===== config.mk =====
export PLATFORM = sky130hd
export DESIGN_NAME = apu_frame_top
export DESIGN_NICKNAME = d
export VERILOG_FILES = /design/src/apu_frame_pkg.sv /design/src/frame_seq_if.sv /design/src/apu_frame_top.sv /design/src/frame_control.sv /design/src/frame_decode.sv /design/src/frame_lfsr.sv /design/src/aclk_gen.sv /design/src/clk_divider.sv
export SDC_FILE = /design/constraint.sdc
export NUM_CORES = 1
export LEC_CHECK = 0
export BUFFER_PORTS_ARGS = -buffer_cell sky130_fd_sc_hd__buf_2
export CORE_MARGIN = 3
export CORE_UTILIZATION = 50
export CTS_CLUSTER_SIZE = 14
export DETAILED_ROUTE_END_ITERATION = 8
export PLACE_DENSITY = 0.71
export SETUP_SLACK_MARGIN = 0.15
export SLEW_MARGIN = 20
export SYNTH_ARGS = -nofsm -noshare
export SYNTH_HDL_FRONTEND = slang
export SYNTH_SLANG_ARGS = --single-unit

===== constraint.sdc =====
create_clock -name clk -period 1.9 [get_ports clk]
set_input_delay 0.19 -clock clk [delete_from_list [all_inputs] [get_ports clk]]
set_output_delay 0.19 -clock clk [all_outputs]
set_load 0.02 [all_outputs]

===== src/apu_frame_pkg.sv =====
package apu_frame_pkg;

	localparam int CPU_DIV = 6; // clk cycles per CPU cycle
	localparam int LFSR_W = 15;
	localparam int STEPS = 5;

	typedef logic [LFSR_W-1:0] lfsr_t;
	typedef logic [STEPS-1:0] step_t;
	typedef logic [7:0] reg_data_t;

	localparam lfsr_t LFSR_SEED = '0;

	localparam int MODE_BIT = 7; // 5-step sequence when set
	localparam int INHIBIT_BIT = 6; // Frame IRQ inhibit

	// Ticks after reload at which each step fires
	localparam int STEP_TICKS [STEPS] = '{3728, 7456, 11185, 14914, 18640};

	// Shift left, XNOR of the two top bits fed back into bit 0
	function automatic lfsr_t lfsr_next(input lfsr_t s);
		return {s[LFSR_W-2:0], ~(s[LFSR_W-2] ^ s[LFSR_W-1])};
	endfunction

	function automatic lfsr_t lfsr_after(input int ticks);
		lfsr_t s;
		int left;
		int burst;
		s = LFSR_SEED;
		left = ticks;
		while (left > 0) begin
			burst = (left > 1000) ? 1000 : left; // Walk in bursts
			for (int i = 0; i < burst; i++) begin
				s = lfsr_next(s);
			end
			left -= burst;
		end
		return s;
	endfunction

	localparam lfsr_t STEP_STATE [STEPS] = '{
		lfsr_after(STEP_TICKS[0]),
		lfsr_after(STEP_TICKS[1]),
		lfsr_after(STEP_TICKS[2]),
		lfsr_after(STEP_TICKS[3]),
		lfsr_after(STEP_TICKS[4])
	};

endpackage

===== src/frame_seq_if.sv =====
`timescale 1ns/1ps

interface frame_seq_if;

	import apu_frame_pkg::*;

	lfsr_t state; // Current LFSR state
	step_t step; // Decoded step, already mode gated
	logic mode;
	logic reload; // Load seed on next apu_en

	modport lfsr (
		output state,
		input reload
	);

	modport decode (
		input state,
		input mode,
		output step
	);

	modport control (
		input step,
		output mode,
		output reload
	);

endinterface


===== src/apu_frame_top.sv =====
`timescale 1ns/1ps

module apu_frame_top (
	input logic clk,
	input logic reset,
	input logic phi2_core,
	input logic wr_frame,
	input logic rd_status,
	input apu_frame_pkg::reg_data_t wdata,
	input logic dmc_irq,
	output logic cpu_en,
	output logic m2,
	output logic quarter_frame,
	output logic half_frame,
	output logic irq,
	output logic status_irq
);

	logic apu_en;

	frame_seq_if seq ();

	clk_divider u_clk_divider (
		.clk(clk),
		.reset(reset),
		.phi2_core(phi2_core),
		.cpu_en(cpu_en),
		.m2(m2)
	);

	aclk_gen u_aclk_gen (
		.clk(clk),
		.reset(reset),
		.cpu_en(cpu_en),
		.apu_en(apu_en)
	);

	// Soft timer
	frame_lfsr u_frame_lfsr (
		.clk(clk),
		.reset(reset),
		.apu_en(apu_en),
		.seq(seq.lfsr)
	);

	frame_decode u_frame_decode (
		.seq(seq.decode)
	);

	frame_control u_frame_control (
		.clk(clk),
		.reset(reset),
		.apu_en(apu_en),
		.wr_frame(wr_frame),
		.rd_status(rd_status),
		.wdata(wdata),
		.dmc_irq(dmc_irq),
		.seq(seq.control),
		.quarter_frame(quarter_frame),
		.half_frame(half_frame),
		.irq(irq),
		.status_irq(status_irq)
	);

endmodule


===== src/frame_control.sv =====
`timescale 1ns/1ps

module frame_control (
	input logic clk,
	input logic reset,
	input logic apu_en,
	input logic wr_frame,
	input logic rd_status,
	input apu_frame_pkg::reg_data_t wdata,
	input logic dmc_irq,
	frame_seq_if.control seq,
	output logic quarter_frame,
	output logic half_frame,
	output logic irq,
	output logic status_irq
);

	import apu_frame_pkg::*;

	logic pend_wr;
	logic pend_mode;
	logic pend_inhibit;
	logic mode;
	logic inhibit;
	logic irq_flag;
	logic wr_pulse;
	logic want_quarter;
	logic want_half;
	logic set_flag;
	logic clr_flag;

	// Write waits here until the next apu_en
	always_ff @(posedge clk) begin
		if (reset) begin
			pend_wr <= 1'b0;
		end else if (wr_frame) begin
			pend_wr <= 1'b1;
		end else if (apu_en) begin
			pend_wr <= 1'b0;
		end
	end

	always_ff @(posedge clk) begin
		if (wr_frame) begin
			pend_mode <= wdata[MODE_BIT];
			pend_inhibit <= wdata[INHIBIT_BIT];
		end
	end

	always_ff @(posedge clk) begin
		if (reset) begin
			mode <= 1'b0;
			inhibit <= 1'b0;
		end else if (apu_en && pend_wr) begin
			mode <= pend_mode;
			inhibit <= pend_inhibit;
		end
	end

	// A 5-step write clocks both units at once
	assign wr_pulse = pend_wr & pend_mode;

	assign want_quarter = (|seq.step) | wr_pulse;
	assign want_half = seq.step[1] | seq.step[3] | seq.step[4] | wr_pulse;

	// Pending inhibit already blocks the flag
	assign set_flag = seq.step[3] & ~inhibit & ~(pend_wr & pend_inhibit);
	assign clr_flag = rd_status | (wr_frame & wdata[INHIBIT_BIT]);

	always_ff @(posedge clk) begin
		if (reset) begin
			irq_flag <= 1'b0;
		end else if (clr_flag) begin
			irq_flag <= 1'b0;
		end else if (apu_en && set_flag) begin
			irq_flag <= 1'b1;
		end
	end

	always_ff @(posedge clk) begin
		if (reset) begin
			quarter_frame <= 1'b0;
			half_frame <= 1'b0;
		end else begin
			quarter_frame <= apu_en & want_quarter;
			half_frame <= apu_en & want_half;
		end
	end

	assign seq.mode = mode;
	assign seq.reload = pend_wr | seq.step[3] | seq.step[4]; // Write or last step

	assign irq = irq_flag | dmc_irq;
	assign status_irq = rd_status & irq_flag;

	half_has_quarter: assert property (
		@(posedge clk) disable iff (reset)
		half_frame |-> quarter_frame
	) else $error("half frame without quarter frame");

	inhibit_keeps_flag_clear: assert property (
		@(posedge clk) disable iff (reset)
		inhibit |-> !irq_flag
	) else $error("frame flag set while inhibited");

endmodule


===== src/frame_decode.sv =====
`timescale 1ns/1ps

module frame_decode (
	frame_seq_if.decode seq
);

	import apu_frame_pkg::*;

	step_t hit;
	step_t step;

	// Raw state matches, one per step
	always_comb begin
		hit = '0;
		for (int k = 0; k < STEPS; k++) begin
			hit[k] = (seq.state == STEP_STATE[k]);
		end
	end

	// Step 3 ends the 4-step sequence, step 4 the 5-step one
	always_comb begin
		step = hit;
		step[3] = hit[3] & ~seq.mode;
		step[4] = hit[4] & seq.mode;
	end

	assign seq.step = step;

endmodule


===== src/frame_lfsr.sv =====
`timescale 1ns/1ps

module frame_lfsr (
	input logic clk,
	input logic reset,
	input logic apu_en,
	frame_seq_if.lfsr seq
);

	import apu_frame_pkg::*;

	lfsr_t state;
	lfsr_t shifted;
	logic locked;

	assign shifted = lfsr_next(state);

	// All ones maps onto itself under XNOR feedback
	assign locked = &state;

	always_ff @(posedge clk) begin
		if (reset) begin
			state <= LFSR_SEED;
		end else if (apu_en) begin
			if (seq.reload || locked) begin
				state <= LFSR_SEED;
			end else begin
				state <= shifted;
			end
		end
	end

	assign seq.state = state;

endmodule


===== src/aclk_gen.sv =====
`timescale 1ns/1ps

module aclk_gen (
	input logic clk,
	input logic reset,
	input logic cpu_en,
	output logic apu_en
);

	logic phase;

	always_ff @(posedge clk) begin
		if (reset) begin
			phase <= 1'b0;
		end else if (cpu_en) begin
			phase <= ~phase; // Toggle per CPU cycle
		end
	end

	// Second CPU cycle of each pair
	assign apu_en = cpu_en & phase;

	apu_en_in_cpu_cycle: assert property (
		@(posedge clk) disable iff (reset)
		apu_en |-> cpu_en
	) else $error("apu_en outside a CPU cycle");

endmodule


===== src/clk_divider.sv =====
`timescale 1ns/1ps

module clk_divider (
	input logic clk,
	input logic reset,
	input logic phi2_core,
	output logic cpu_en,
	output logic m2
);

	import apu_frame_pkg::*;

	logic [CPU_DIV-1:0] ring;
	logic ring_high;

	// One-hot ring, one stage per clk
	always_ff @(posedge clk) begin
		if (reset) begin
			ring <= {{(CPU_DIV-1){1'b0}}, 1'b1};
		end else begin
			ring <= {ring[CPU_DIV-2:0], ring[CPU_DIV-1]};
		end
	end

	assign cpu_en = ring[CPU_DIV-1]; // Last stage

	// Bus clock is high over the second half of the CPU cycle
	assign ring_high = |ring[CPU_DIV-1:CPU_DIV/2];
	assign m2 = ring_high & phi2_core;

	ring_onehot: assert property (
		@(posedge clk) disable iff (reset)
		$onehot(ring)
	) else $error("divider ring lost its single token");

endmodule


# Word-level counts from Yosys, hierarchy flattened

Cells that the tools add are included.

Bitwise gates (word level): 26
Muxes and demuxes: 3
Reduce and logical (&&, ||, !) cells: 8
Equal/unequal tests: 5

Operators by type and width:

| kind                                                   | count |
|---|---|
| equality test 15 bit (second input constant)           | 4 |
| equality test 15 x 12 -> 1 bit (second input constant) | 1 |
| two-way mux 15 bit                                     | 1 |
| AND reduction 15 bit                                   | 1 |
| bitwise AND 1 bit                                      | 12 |
| bitwise OR 1 bit                                       | 8 |
| inverter 1 bit                                         | 5 |
| OR reduction 5 bit                                     | 1 |
| OR reduction 3 bit                                     | 1 |
| logical AND 1 bit                                      | 2 |
| two-way mux 1 bit                                      | 2 |
| nonzero test 2 bit                                     | 1 |
| OR reduction 2 bit                                     | 1 |
| logical OR 1 bit                                       | 1 |
| bitwise XOR 1 bit                                      | 1 |

Input port bits: 14
Logic and storage cells: 53
Flip-flop bits (word level): 30

# Depth between registers and ports, before layout

Gate-level depths: netlist of the first run.

Depth in word-level cells: 6
Depth in mapped cells: 5

# Hierarchy

A second synthesis of the first run with hierarchy kept.

Cell total of the unflattened synthesis: 110
Area total of the unflattened synthesis: 1266.2 um2

By module, submodules not included:

| module        | cells an instance | area each (um2) | times used |
|---|---|---|---|
| frame_lfsr    | 42                | 539.3           | 1 |
| frame_control | 29                | 337.8           | 1 |
| clk_divider   | 13                | 178.9           | 1 |
| frame_decode  | 22                | 170.2           | 1 |
| aclk_gen      | 4                 | 40.0            | 1 |

# Least setup slack after synthesis of the first run

No wires, ideal clock.

Path type: flip-flop to flip-flop
Start point: reg u_frame_lfsr.state[11], in the netlist u_frame_lfsr.seq.state[11]
End point: reg u_frame_lfsr.state[10], in the netlist u_frame_lfsr.seq.state[10]
Data arrival time: 1.544 ns
Cell stages (with the launch flop): 6
Setup slack: 0.242 ns
Period minus slack after synthesis: 1.658 ns
Library setup time: 0.114 ns
Cell sequence: dfxtp_1 > or4b_4 > nor4_4 > a211o_4 > buf_12 > o21ai_2

Word-level cells in the longest chain between the ends: 6
Elaborated cells on any way between the ends: 9

RTL lines:

| item                          | line                | RTL |
|---|---|---|
| start, declared               | frame_lfsr.sv:12    | `lfsr_t state;` |
| start signal, assigned        | frame_lfsr.sv:28    | `state <= shifted;` |
| equality test 15 bit          | frame_decode.sv:16  | `hit[k] = (seq.state == STEP_STATE[k]);` |
| bitwise AND 1 bit             | frame_decode.sv:23  | `step[3] = hit[3] & ~seq.mode;` |
| bitwise OR 1 bit (2 in a row) | frame_control.sv:91 | `assign seq.reload = pend_wr \| seq.step[3] \| seq.step[4];` |
| logical OR 1 bit (*)          | frame_lfsr.sv:25    | `if (seq.reload \|\| locked) begin` |
| two-way mux 15 bit (*)        | frame_lfsr.sv:25    |  |

Every way passes the cells marked *; elsewhere a longest branch is shown, timed or not.
A chain may end at the register's enable or synchronous reset.

# Final worst setup path of the first run

Start point: reg u_frame_lfsr.state[7], in the netlist u_frame_lfsr.seq.state[7]
End point: reg u_frame_lfsr.state[0], in the netlist u_frame_lfsr.seq.state[0]

Same word-level chain as after synthesis.

==> metrics, run 1 <==
result of the run completed; total length of routed wires 2.88 mm; post-CTS clock slew at the launch and capture registers of the worst setup and hold paths 100 ps; number of nets produced by synthesis 147; DR iter-0 viols 34; worst path arrival time 2000 ps; count of final setup violators 0; fraction of synthesis flops using an asynchronous set or reset pin 0%; core region area 0.00252 sq mm; met3 demand-to-capacity share in global routing 6.46%; largest net degree at the start of global routing 20; M2 GR Usage 28.2%; number of enable flip-flop cells after synthesis 2; net switching power of the design 0.261 mW; cell accounting for the most synthesized area sky130_fd_sc_hd__dfxtp_1; share of post-route cells with drive strength above 1 38.2%; top fanout value on the critical path 8; pre-CTS setup slack 61.1 ps; slew at the pin with the worst max-slew slack 682 ps; GRT Resource Usage Total 18.3%; num rows 18; data required time of the critical path 2110 ps; Fmax achieved 559 MHz; source of the critical timing path u_frame_lfsr.seq.state[7]; Gate power share 2.6%; Clock Sinks 30; HPWL after detailed placement 1.81 mm; Sw Share 19.1%; layer with the highest usage after global routing met2; worst relative slew slack 54.5%; synthesis-stage register bit count 30; kind of end point of the critical path flip-flop; Die Y 57.8 microns; RSZ-0062 raised after global routing true; setup slack after layout 111 ps; count of inserted antenna diode cells 0; portion of the clock cycle consumed by the worst path in the final layout 94.2%; GR met1 Demand/Resource 23.1%; kind of path behind the tightest hold check primary input to flip-flop; count of pins on the block boundary 20; total of warnings raised by yosys 0; Post-synth top flop sky130_fd_sc_hd__dfxtp_1; gpl congestion 0.920; number of cells produced by synthesis 133; portion of synthesized cell area occupied by the leading cell type 41.7%; die area 0.00335 sq mm; Reg-to-Reg Start u_frame_lfsr.seq.state[7]; htree depth 2; global-route wire length before repair 4.65 mm; Pre-antenna DRT Iters 5; ANT nets after route 0; initial antenna violation count 0; Horiz. Die Dim 57.8 microns; Reg2Reg Capture Point u_frame_lfsr.seq.state[0]; TritonCTS clock tree done; drc violations 0; setup TNS 0 ps; Power Dens Cells 821 mW/mm^2; part of the Yosys area used for sequential elements 46.2%; TritonCTS buffer count 5; Peak supply drop 0.810 mV; count of buffers from port buffering 13; # Max-Cap Violations 0; clock buffer depth 2; vias after detailed routing 1110; NumNets Final 170; proportion of power drawn by flip-flops and latches 48.0%; Layout Area Growth over Synthesis 24.0%; Worst Reg2Reg Path Length in Cells 4; Setup crit start kind flip-flop; relative contribution of the clock network to total power 49.4%; cell area after synthesis 0.00134 sq mm; drt wl/cell 15.4 microns; internal power 1.11 mW; top area cells in the synthesized netlist sky130_fd_sc_hd__dfxtp_1 42%, sky130_fd_sc_hd__nand3b_1 8.4%, sky130_fd_sc_hd__o21ai_2 6.5%; FF-to-FF setup slack 110 ps; initial core utilization 53.3%; count of different cell masters after synthesis 35; worst-case clock skew 6.63 ps; global route total overflow 0; final hold violation count 0; Synth Area per Inst 10.1 sq um; crit path kind flip-flop to flip-flop; Final Max Slew Viols 0; clock tree root buffer cell sky130_fd_sc_hd__clkbuf_4; endpoint of the worst setup timing path u_frame_lfsr.seq.state[0]; leakage dissipation 0.637 nW; number of global-route vias before repair 1024; drt via density 5.94; Period minus WS final 1790 ps; clock latency at the later pin of the worst-skew pair 340 ps
==> through the flow <==
| stage | instance area, sq um | hold slack [ps] | total power, mW | cells | utilization [%] |
|---|---|---|---|---|---|
| 2_1_floorplan | 1340 | 266 | 0.689 | 133 | - |
| 3_3_place_gp | 1460 | 370 | 0.705 | 177 | 57.7 |
| 3_5_place_dp | 1460 | 368 | 0.706 | 177 | 57.7 |
| 4_1_cts | 1610 | 12.2 | 1.38 | 187 | 63.9 |
| 5_1_grt | 1670 | 7.55 | 1.40 | 187 | 66.1 |
| 6_report | 1670 | 18.7 | 1.37 | 187 | 66.1 |
==> layout make-up <==
| class | instances | area [sq um] |
|---|---|---|
| fillers | 197 | 856 |
| multi-input cells | 98 | 769 |
| flip-flops and latches | 30 | 627 |
| repair buffers | 20 | 118 |
| clock inverters | 2 | 60.1 |
| clock buffers | 6 | 51.3 |
| well taps | 30 | 37.5 |
| inverters | 1 | 3.75 |
==> repair_timing <==
action / CTS / global route
buffers inserted: 1 / 0
pin swaps: 4 / 7
endpoints found under the setup margin: 15 / 17
gates resized for setup: 7 / 12
hold buffers: 0 / 0
gates cloned: 1 / 0
==> power groups by stage <==
stage               logic, mW  registers, mW  clock network (mW)
CTS                    0.0355          0.656               0.685
detailed placement     0.0352          0.671                   0
finish                 0.0357          0.656               0.676
floorplan              0.0241          0.664                   0
global route           0.0395          0.657               0.705
global placement       0.0350          0.670                   0
==> worst min path at each step <==
stage,startpoint,to,slack [ps],cells after the start
3_3_place_gp,wdata[7],u_frame_control.pend_mode,370,1
4_1_cts,wdata[7],u_frame_control.pend_mode,10,1
6_report,wdata[7],u_frame_control.pend_mode,20,1
3_5_place_dp,wdata[7],u_frame_control.pend_mode,370,1
5_1_grt,wdata[7],u_frame_control.pend_mode,8,1
2_1_floorplan,reset,u_frame_control.irq_flag,270,1
==> metal layers <==
metal / up-vias / part of all wire, %
met5: - / 0
met4: 0 / 2.1
met3: 9 / 5.1
met2: 20 / 46
met1: 535 / 47
li1: 546 / -
==> layout by cell type, fill, tap and decap left out, types with 2 or more instances in the layout <==
cell / count
sky130_fd_sc_hd__nand4_1: 3
sky130_fd_sc_hd__buf_2: 13
sky130_fd_sc_hd__nor4_4: 2
sky130_fd_sc_hd__nand2_1: 16
sky130_fd_sc_hd__edfxtp_1: 2
sky130_fd_sc_hd__nor4_1: 3
sky130_fd_sc_hd__bufinv_16: 2
sky130_fd_sc_hd__nand3_1: 3
sky130_fd_sc_hd__a211o_4: 2
sky130_fd_sc_hd__dfxtp_2: 2
sky130_fd_sc_hd__nor2_1: 6
sky130_fd_sc_hd__buf_4: 7
sky130_fd_sc_hd__clkbuf_4: 5
sky130_fd_sc_hd__a21oi_1: 4
sky130_fd_sc_hd__dfxtp_1: 25
sky130_fd_sc_hd__o21ai_2: 13
sky130_fd_sc_hd__or4bb_4: 2
sky130_fd_sc_hd__nor2b_1: 5
sky130_fd_sc_hd__or4b_4: 2
sky130_fd_sc_hd__nand4bb_1: 3
sky130_fd_sc_hd__mux2i_1: 2
sky130_fd_sc_hd__or2_2: 3
sky130_fd_sc_hd__nand3b_1: 15
==> cells in the mapped netlist, types with 3 or more instances <==
master                      number
sky130_fd_sc_hd__nand2_1        16
sky130_fd_sc_hd__nand3b_1       15
sky130_fd_sc_hd__o21ai_2        10
sky130_fd_sc_hd__a21oi_1         5
sky130_fd_sc_hd__o21ai_0         3
sky130_fd_sc_hd__nor2_1          6
sky130_fd_sc_hd__nand3_1         3
sky130_fd_sc_hd__clkbuf_1        4
sky130_fd_sc_hd__nand4bb_1       3
sky130_fd_sc_hd__or2_2           3
sky130_fd_sc_hd__nor2b_1         5
sky130_fd_sc_hd__nand4_1         3
sky130_fd_sc_hd__dfxtp_1        28
sky130_fd_sc_hd__nor4_1          4
==> worst max-delay path, cell delays in order (launching register included) <==
cell                      delay [ps]
sky130_fd_sc_hd__dfxtp_2         360
sky130_fd_sc_hd__or4bb_4         560
sky130_fd_sc_hd__nor4_4          400
sky130_fd_sc_hd__a211o_4         260
sky130_fd_sc_hd__o41ai_4          70
==> state kept, by name, summed over array words and instances, names as in the netlist <==
register	cells
u_frame_lfsr.seq.state	15
u_clk_divider.ring	6
u_aclk_gen.phase	1
u_frame_control.half_frame	1
u_frame_control.inhibit	1
u_frame_control.irq_flag	1
u_frame_control.pend_inhibit	1
u_frame_control.pend_mode	1
u_frame_control.pend_wr	1
u_frame_control.quarter_frame	1
u_frame_control.seq.mode	1
==> logic make-up (layout without fill, tap and decap cells) <==
logic type | count (synthesis) | in the layout | share of synthesized area, %
AOI/OAI and AO/OA | 26 | 27 | 15.5
xor gates and xnor gates | 2 | 2 | 1.30
buffers and inverters | 6 | 29 | 2.89
DFF | 30 | 30 | 46.2
muxes | 2 | 2 | 1.49
and+or+nand+nor | 67 | 67 | 32.7
No activity file was read; power rests on OpenSTA's default activity.
==> inputs of run 2 (changes only) <==
REMOVE_ABC_BUFFERS = 1   (was default)
clock period = 1.75 ns   (was 1.9 ns; I/O delays follow)
==> run 2 against run 1 <==
  * Non-clock buffer count increased by 17
  * Cell area is 8.2% higher
  * Sequential power up 8.2%
  * Routed wire length grew 11%
  * Sequential share of layout area fell by 2.6 points
  * Critical path depth unchanged
  * Die area unchanged
  * First-iteration DRC count is 56% higher
  * Power rose by 8.6%
  * Critical endpoint unchanged
  * Largest power group unchanged
==> metrics, run 2 (same netlist as run 1, synthesis figures left out) <==
result of the run completed (unchanged); count of final setup violators 0 (unchanged); Non-Filler Instances 204 (was 187); num rows 18 (unchanged); drt via density 5.62 (was 5.94); Reg-to-Reg Start u_frame_lfsr.seq.state[7] (unchanged); worst relative slew slack 52.9% (was 54.5%); Peak supply drop 1.08 mV (was 0.810 mV); count of buffers from port buffering 13 (unchanged); number of filler cells placed in the layout 187 (was 197); FF/Latch Area 632 sq um (was 627 sq um); gpl congestion 0.921 (was 0.920); setup TNS 0 ps (unchanged); clock latency at the later pin of the worst-skew pair 340 ps (about the same); Fmax achieved 589 MHz (was 559 MHz); slew at the pin with the worst max-slew slack 706 ps (was 682 ps); ANT nets after route 0 (unchanged); htree depth 2 (unchanged); worst path arrival time 1920 ps (was 2000 ps); launch point of the worst hold path rd_status (was wdata[7]); top metal layer carrying routed signals met4 (unchanged); Die Y 57.8 microns (unchanged); met3 WL 152 microns (was 147 microns); final design instance area without fill 0.00180 sq mm (was 0.00167 sq mm); global-route wire length before repair 5.37 mm (was 4.65 mm); portion of the clock cycle consumed by the worst path in the final layout 97.1% (was 94.2%); setup slack after layout 50.8 ps (was 111 ps); count of inserted antenna diode cells 0 (unchanged); kind of path behind the tightest hold check primary input to flip-flop (unchanged); most frequent standard cell in the layout excluding fill and tap cells sky130_fd_sc_hd__buf_4 (was sky130_fd_sc_hd__dfxtp_1); leakage dissipation 0.721 nW (was 0.637 nW); global route total overflow 0 (unchanged); core region area 0.00252 sq mm (unchanged); final hold violation count 0 (unchanged); vias after detailed routing 1146 (was 1110); FF-to-FF setup slack 50 ps (was 110 ps); Worst Reg2Reg Path Length in Cells 4 (unchanged); Power Dens Cells 823 mW/mm^2 (was 821 mW/mm^2); top fanout value on the critical path 8 (unchanged); post-CTS clock slew at the launch and capture registers of the worst setup and hold paths 100 ps (about the same); Horiz. Die Dim 57.8 microns (unchanged); GRT Resource Usage Total 21.4% (was 18.3%); top register by number of flip-flops u_frame_lfsr.seq.state (unchanged); data required time of the critical path 1970 ps (was 2110 ps); largest net degree at the start of global routing 20 (unchanged); clock buffer depth 2 (unchanged); Final Max Slew Viols 0 (unchanged); Clock Sinks 30 (unchanged); TritonCTS clock tree done (unchanged); wire length on met1 1.46 mm (was 1.36 mm); HPWL after detailed placement 2.08 mm (was 1.81 mm); kind of end point of the critical path flip-flop (unchanged); share of post-route cells with drive strength above 1 44.8% (was 38.2%); DR iter-0 viols 53 (was 34); flip-flop count of the largest register after layout 15 (unchanged); initial core utilization 53.3% (unchanged); placed cell area 0.00155 sq mm (was 0.00146 sq mm); # Max-Cap Violations 0 (unchanged); worst-case clock skew 10.3 ps (was 6.63 ps); number of cells after detailed placement 189 (was 177); Period minus WS final 1700 ps (was 1790 ps); count of pins on the block boundary 20 (unchanged); Reg2Reg Capture Point u_frame_lfsr.seq.state[0] (unchanged); largest registers ranked by flip-flop count u_frame_lfsr.seq.state (15), u_clk_divider.ring (6) (unchanged); hold depth 2 (was 1); initial antenna violation count 0 (unchanged); Layout Area Growth over Synthesis 34.2% (was 24.0%); footprint of the multi-input gates 767 sq um (was 769 sq um); top library cells by usage in the layout, fill and taps aside 22 x sky130_fd_sc_hd__buf_4, 21 x sky130_fd_sc_hd__dfxtp_1, 16 x sky130_fd_sc_hd__nand2_1 (was 25 x sky130_fd_sc_hd__dfxtp_1, 16 x sky130_fd_sc_hd__nand2_1, 15 x sky130_fd_sc_hd__nand3b_1); clock tree root buffer cell sky130_fd_sc_hd__clkbuf_4 (unchanged); wire length on met2 1.52 mm (was 1.31 mm); crit path kind flip-flop to flip-flop (unchanged); NumNets Final 187 (was 170); TritonCTS buffer count 5 (unchanged); drt wl/cell 15.6 microns (was 15.4 microns); pre-CTS setup slack -16.1 ps (was 61.1 ps); utilization after layout 71.5% (was 66.1%); total length of routed wires 3.18 mm (was 2.88 mm); Min-Delay Endpoint u_frame_control.irq_flag (was u_frame_control.pend_mode); drc violations 0 (unchanged); number of global-route vias before repair 1117 (was 1024); Pre-antenna DRT Iters 4 (was 5); die area 0.00335 sq mm (unchanged); Setup crit start kind flip-flop (unchanged); RSZ-0062 raised after global routing true (unchanged)
==> run 2: how the worst max path moves through the flow <==
| stage | startpoint | endpoint | slack [ps] | depth (start not counted) |
|---|---|---|---|---|
| floorplan | u_frame_lfsr.seq.state[11] | u_frame_lfsr.seq.state[7] | 90 | 4 |
| global route | u_frame_lfsr.seq.state[4] | u_frame_lfsr.seq.state[0] | -20 | 5 |
| global placement | u_frame_lfsr.seq.state[10] | u_frame_lfsr.seq.state[0] | 20 | 4 |
| finish | u_frame_lfsr.seq.state[7] | u_frame_lfsr.seq.state[0] | 50 | 4 |
| detailed placement | u_frame_lfsr.seq.state[10] | u_frame_lfsr.seq.state[9] | -20 | 4 |
| CTS | u_frame_lfsr.seq.state[10] | u_frame_lfsr.seq.state[9] | 50 | 5 |
==> run 2: worst max-delay path, cell delays in order, from the launching register on <==
cell	delay, ps
sky130_fd_sc_hd__dfxtp_2	340
sky130_fd_sc_hd__or4bb_4	550
sky130_fd_sc_hd__nor4_4	390
sky130_fd_sc_hd__a211o_4	220
sky130_fd_sc_hd__o41ai_1	90
==> run 2: layout make-up <==
cell class                 instances  share of cell area (%)
sequential                        30                    35.0
timing repair buffer              37                    13.9
multi-input combinational         98                    42.5
tap                               30                    2.08
clock buffer                       6                    2.85
clock inverter                     2                    3.33
inverter                           1                   0.208
==> run 2: metal layers <==
metal  vias to the layer above  track usage [%]
met3                         7             9.13
met2                        19             31.6
li1                        572                -
met1                       548             27.6
met4                         0             8.61
met5                         -                0
==> run 2: timing repair <==
item / 4_1_cts / 5_1_grt
setup endpoints to repair: 18 / 18
hold buffers: 0 / 1
cloned: 1 / 0
pin swaps: 17 / 10
gates resized for setup: 15 / 10
hold endpoints to repair: 0 / 1
setup buffers: 4 / 1
==> run 2: where the power goes <==
part	switching (mW)	total, mW	internal [mW]
Combinational	0.0232	0.0457	0.0225
Clock	0.245	0.729	0.484
Sequential	0.0116	0.710	0.699
==> run 2: per-stage QoR <==
step | total power [mW] | hold WS, ps
3_5_place_dp | 0.769 | 358
4_1_cts | 1.49 | 1.25
3_3_place_gp | 0.767 | 355
2_1_floorplan | 0.744 | 247
6_report | 1.48 | 33.2
5_1_grt | 1.54 | 0.819
==> inputs of run 3 (changes only) <==
ABC_AREA = 1   (was default)
GPL_ROUTABILITY_DRIVEN = 0   (was default)
==> run 3 against run 2 <==
  * Via count increased by 7.6%
  * Hold slack got worse by 19 ps
  * Count of clock-buffer cells in the layout unchanged
  * Largest cell class unchanged
==> metrics, run 3 <==
drt via density 4.87 (was 5.62); TritonCTS buffer count 5 (unchanged); number of enable flip-flop cells after synthesis 2 (unchanged); utilization after layout 58.0% (was 71.5%); flip-flop count of the largest register after layout 15 (unchanged); initial antenna violation count 0 (unchanged); Layout Area Growth over Synthesis 8.78% (was 34.2%); count of pins on the block boundary 20 (unchanged); cell area after synthesis 0.00148 sq mm (was 0.00134 sq mm); total of warnings raised by yosys 0 (unchanged); FF/Latch Area 621 sq um (was 632 sq um); DR iter-0 viols 70 (was 53); Peak supply drop 0.670 mV (was 1.08 mV); Pre-antenna DRT Iters 4 (unchanged); number of gates given a new drive strength after cts 0 (was 15); count of different cell masters after synthesis 27 (was 35); number of filler cells placed in the layout 264 (was 187); most frequent standard cell in the layout excluding fill and tap cells sky130_fd_sc_hd__nand2_1 (was sky130_fd_sc_hd__buf_4); cell accounting for the most synthesized area sky130_fd_sc_hd__dfxtp_1 (unchanged); final hold violation count 0 (unchanged); ANT nets after route 0 (unchanged); number of cells produced by synthesis 205 (was 133); top register by number of flip-flops u_frame_lfsr.seq.state (unchanged); top area cells in the synthesized netlist sky130_fd_sc_hd__dfxtp_1 38%, sky130_fd_sc_hd__nand2_1 12%, sky130_fd_sc_hd__nor2_1 11% (was sky130_fd_sc_hd__dfxtp_1 42%, sky130_fd_sc_hd__nand3b_1 8.4%, sky130_fd_sc_hd__o21ai_2 6.5%); total length of routed wires 2.79 mm (was 3.18 mm); data required time of the critical path 1970 ps (about the same); synth cell count leaders 46 x sky130_fd_sc_hd__nand2_1, 42 x sky130_fd_sc_hd__nor2_1, 33 x sky130_fd_sc_hd__inv_1 (was 28 x sky130_fd_sc_hd__dfxtp_1, 16 x sky130_fd_sc_hd__nand2_1, 15 x sky130_fd_sc_hd__nand3b_1); worst relative slew slack 77.0% (was 52.9%); post-CTS clock slew at the launch and capture registers of the worst setup and hold paths 100 ps (about the same); share of post-route cells with drive strength above 1 18.9% (was 44.8%); RSZ-0062 raised after global routing false (was true); number of global-route vias before repair 1140 (was 1117); Post-synth top flop sky130_fd_sc_hd__dfxtp_1 (unchanged); setup TNS 0 ps (unchanged); Horiz. Die Dim 60.5 microns (was 57.8 microns); htree depth 2 (unchanged); Power Dens Cells 743 mW/mm^2 (was 823 mW/mm^2); count of final setup violators 0 (unchanged); largest registers ranked by flip-flop count u_frame_lfsr.seq.state (15), u_clk_divider.ring (6) (unchanged); largest net degree at the start of global routing 17 (was 20); portion of the clock cycle consumed by the worst path in the final layout 75.7% (was 97.1%); global route total overflow 0 (unchanged); fraction of synthesis flops using an asynchronous set or reset pin 0% (unchanged); top library cells by usage in the layout, fill and taps aside 46 x sky130_fd_sc_hd__nand2_1, 42 x sky130_fd_sc_hd__nor2_1, 33 x sky130_fd_sc_hd__inv_1 (was 22 x sky130_fd_sc_hd__buf_4, 21 x sky130_fd_sc_hd__dfxtp_1, 16 x sky130_fd_sc_hd__nand2_1); GRT Resource Usage Total 17.5% (was 21.4%); family of cells with the greatest summed delay on the critical path simple AND/OR/NAND/NOR gates (unchanged); NumNets Final 235 (was 187); most used standard cell by instance count after synthesis sky130_fd_sc_hd__nand2_1 (was sky130_fd_sc_hd__dfxtp_1); die area 0.00365 sq mm (was 0.00335 sq mm); num rows 19 (was 18); TritonCTS clock tree done (unchanged); footprint of the multi-input gates 693 sq um (was 767 sq um); Crit path largest cell delay 470 ps (was 550 ps); top fanout value on the critical path 15 (was 8); hold buffer count at CTS 0 (unchanged); HPWL after detailed placement 2.01 mm (was 2.08 mm); Clock Sinks 30 (unchanged); Post-CTS Repair Setup Buffers 0 (was 4); Setup crit start kind flip-flop (unchanged); leakage dissipation 0.691 nW (was 0.721 nW); list of cells traversed by the critical path nand2_2, nor2_1, nand2_1, nor2_1, nor2_2, nand3_4, o21bai_1 (was or4bb_4, nor4_4, a211o_4, o41ai_1); synthesis-stage register bit count 30 (unchanged); slew at the pin with the worst max-slew slack 345 ps (was 706 ps); kind of path behind the tightest hold check primary input to flip-flop (unchanged); vias after detailed routing 1233 (was 1146); core region area 0.00278 sq mm (was 0.00252 sq mm); Fmax achieved 755 MHz (was 589 MHz); portion of synthesized cell area occupied by the leading cell type 37.8% (was 41.7%); clock buffer depth 2 (unchanged); worst-case clock skew 6.12 ps (was 10.3 ps); Die Y 60.5 microns (was 57.8 microns); # Max-Cap Violations 0 (unchanged); kind of end point of the critical path flip-flop (unchanged); drc violations 0 (unchanged); global-route wire length before repair 4.83 mm (was 5.37 mm); clock tree root buffer cell sky130_fd_sc_hd__clkbuf_4 (unchanged); count of buffers from port buffering 13 (unchanged); worst path arrival time 1550 ps (was 1920 ps); master of the slowest instance on the critical path sky130_fd_sc_hd__dfxtp_1 (was sky130_fd_sc_hd__or4bb_4); Buffers & Inverters on Critical Path 0 (unchanged); Final Max Slew Viols 0 (unchanged); Synth Area per Inst 7.23 sq um (was 10.1 sq um); count of inserted antenna diode cells 0 (unchanged); result of the run completed (unchanged); part of the Yosys area used for sequential elements 41.9% (was 46.2%); crit path kind flip-flop to flip-flop (unchanged); clock latency at the later pin of the worst-skew pair 330 ps (was 340 ps); most used cell, CP sky130_fd_sc_hd__nor2_1; drt wl/cell 11.0 microns (was 15.6 microns); Period minus WS final 1320 ps (was 1700 ps); initial core utilization 53.3% (about the same)
[run 3: cell count changes in the layout (fill, tap and decap cells not counted), moves of 7 or more]
cell / delta
sky130_fd_sc_hd__buf_4: -22
sky130_fd_sc_hd__dfxtp_1: +7
sky130_fd_sc_hd__inv_1: +32
sky130_fd_sc_hd__nand2_1: +30
sky130_fd_sc_hd__nand3b_1: -15
sky130_fd_sc_hd__nor2_1: +37
sky130_fd_sc_hd__o21ai_2: -10
sky130_fd_sc_hd__o21bai_2: +10
[run 3: kinds of logic after synthesis]
| logic type | count (synthesis) | synth area share, % |
|---|---|---|
| simple gates | 111 | 33.0 |
| buf+inv | 39 | 11.4 |
| flops | 30 | 41.9 |
| compound gates | 25 | 13.8 |
[run 3: worst paths after layout]
kind | from | end | slack [ps] | cells past startpoint
hold / removal | wdata[7] | u_frame_control.pend_mode | 10 | 1
hold reg to reg | u_clk_divider.ring[1] | u_clk_divider.ring[2] | 410 | 2
setup reg to reg | u_frame_lfsr.seq.state[14] | u_frame_lfsr.seq.state[7] | 430 | 7
setup / recovery | u_frame_lfsr.seq.state[14] | u_frame_lfsr.seq.state[7] | 430 | 7
[run 3: per-layer routing]
metal,track usage (%),share of wire [%]
met4,6.50,1.8
met3,4.47,3.2
met2,26.9,45
met5,0,0
met1,23.7,49
[run 3: stage by stage]
stage | instances | hold slack (ps) | setup WS (ps) | total power [mW] | instance area (sq um)
after floorplan | 201 | 246 | 578 | 0.752 | 1450
after global placement | 245 | 351 | 415 | 0.775 | 1550
after detailed placement | 245 | 354 | 424 | 0.775 | 1550
after CTS | 253 | 7.13 | 397 | 1.21 | 1610
after global routing | 253 | 4.11 | 283 | 1.25 | 1610
final | 253 | 13.7 | 426 | 1.20 | 1610
[run 3: where the power goes]
group / total (mW) / internal (mW) / switching [mW]
combinational: 0.0520 / 0.0163 / 0.0358
sequential: 0.707 / 0.701 / 0.00650
clock: 0.438 / 0.193 / 0.246
[run 3: area by class of cell]
class | count | area share (%)
Multi-Input combinational cell | 136 | 43.0
Sequential cell | 30 | 38.5
Inverter | 35 | 8.15
Timing Repair Buffer | 13 | 4.03
Clock buffer | 6 | 3.18
Tap cell | 31 | 2.40
Clock inverter | 2 | 0.776
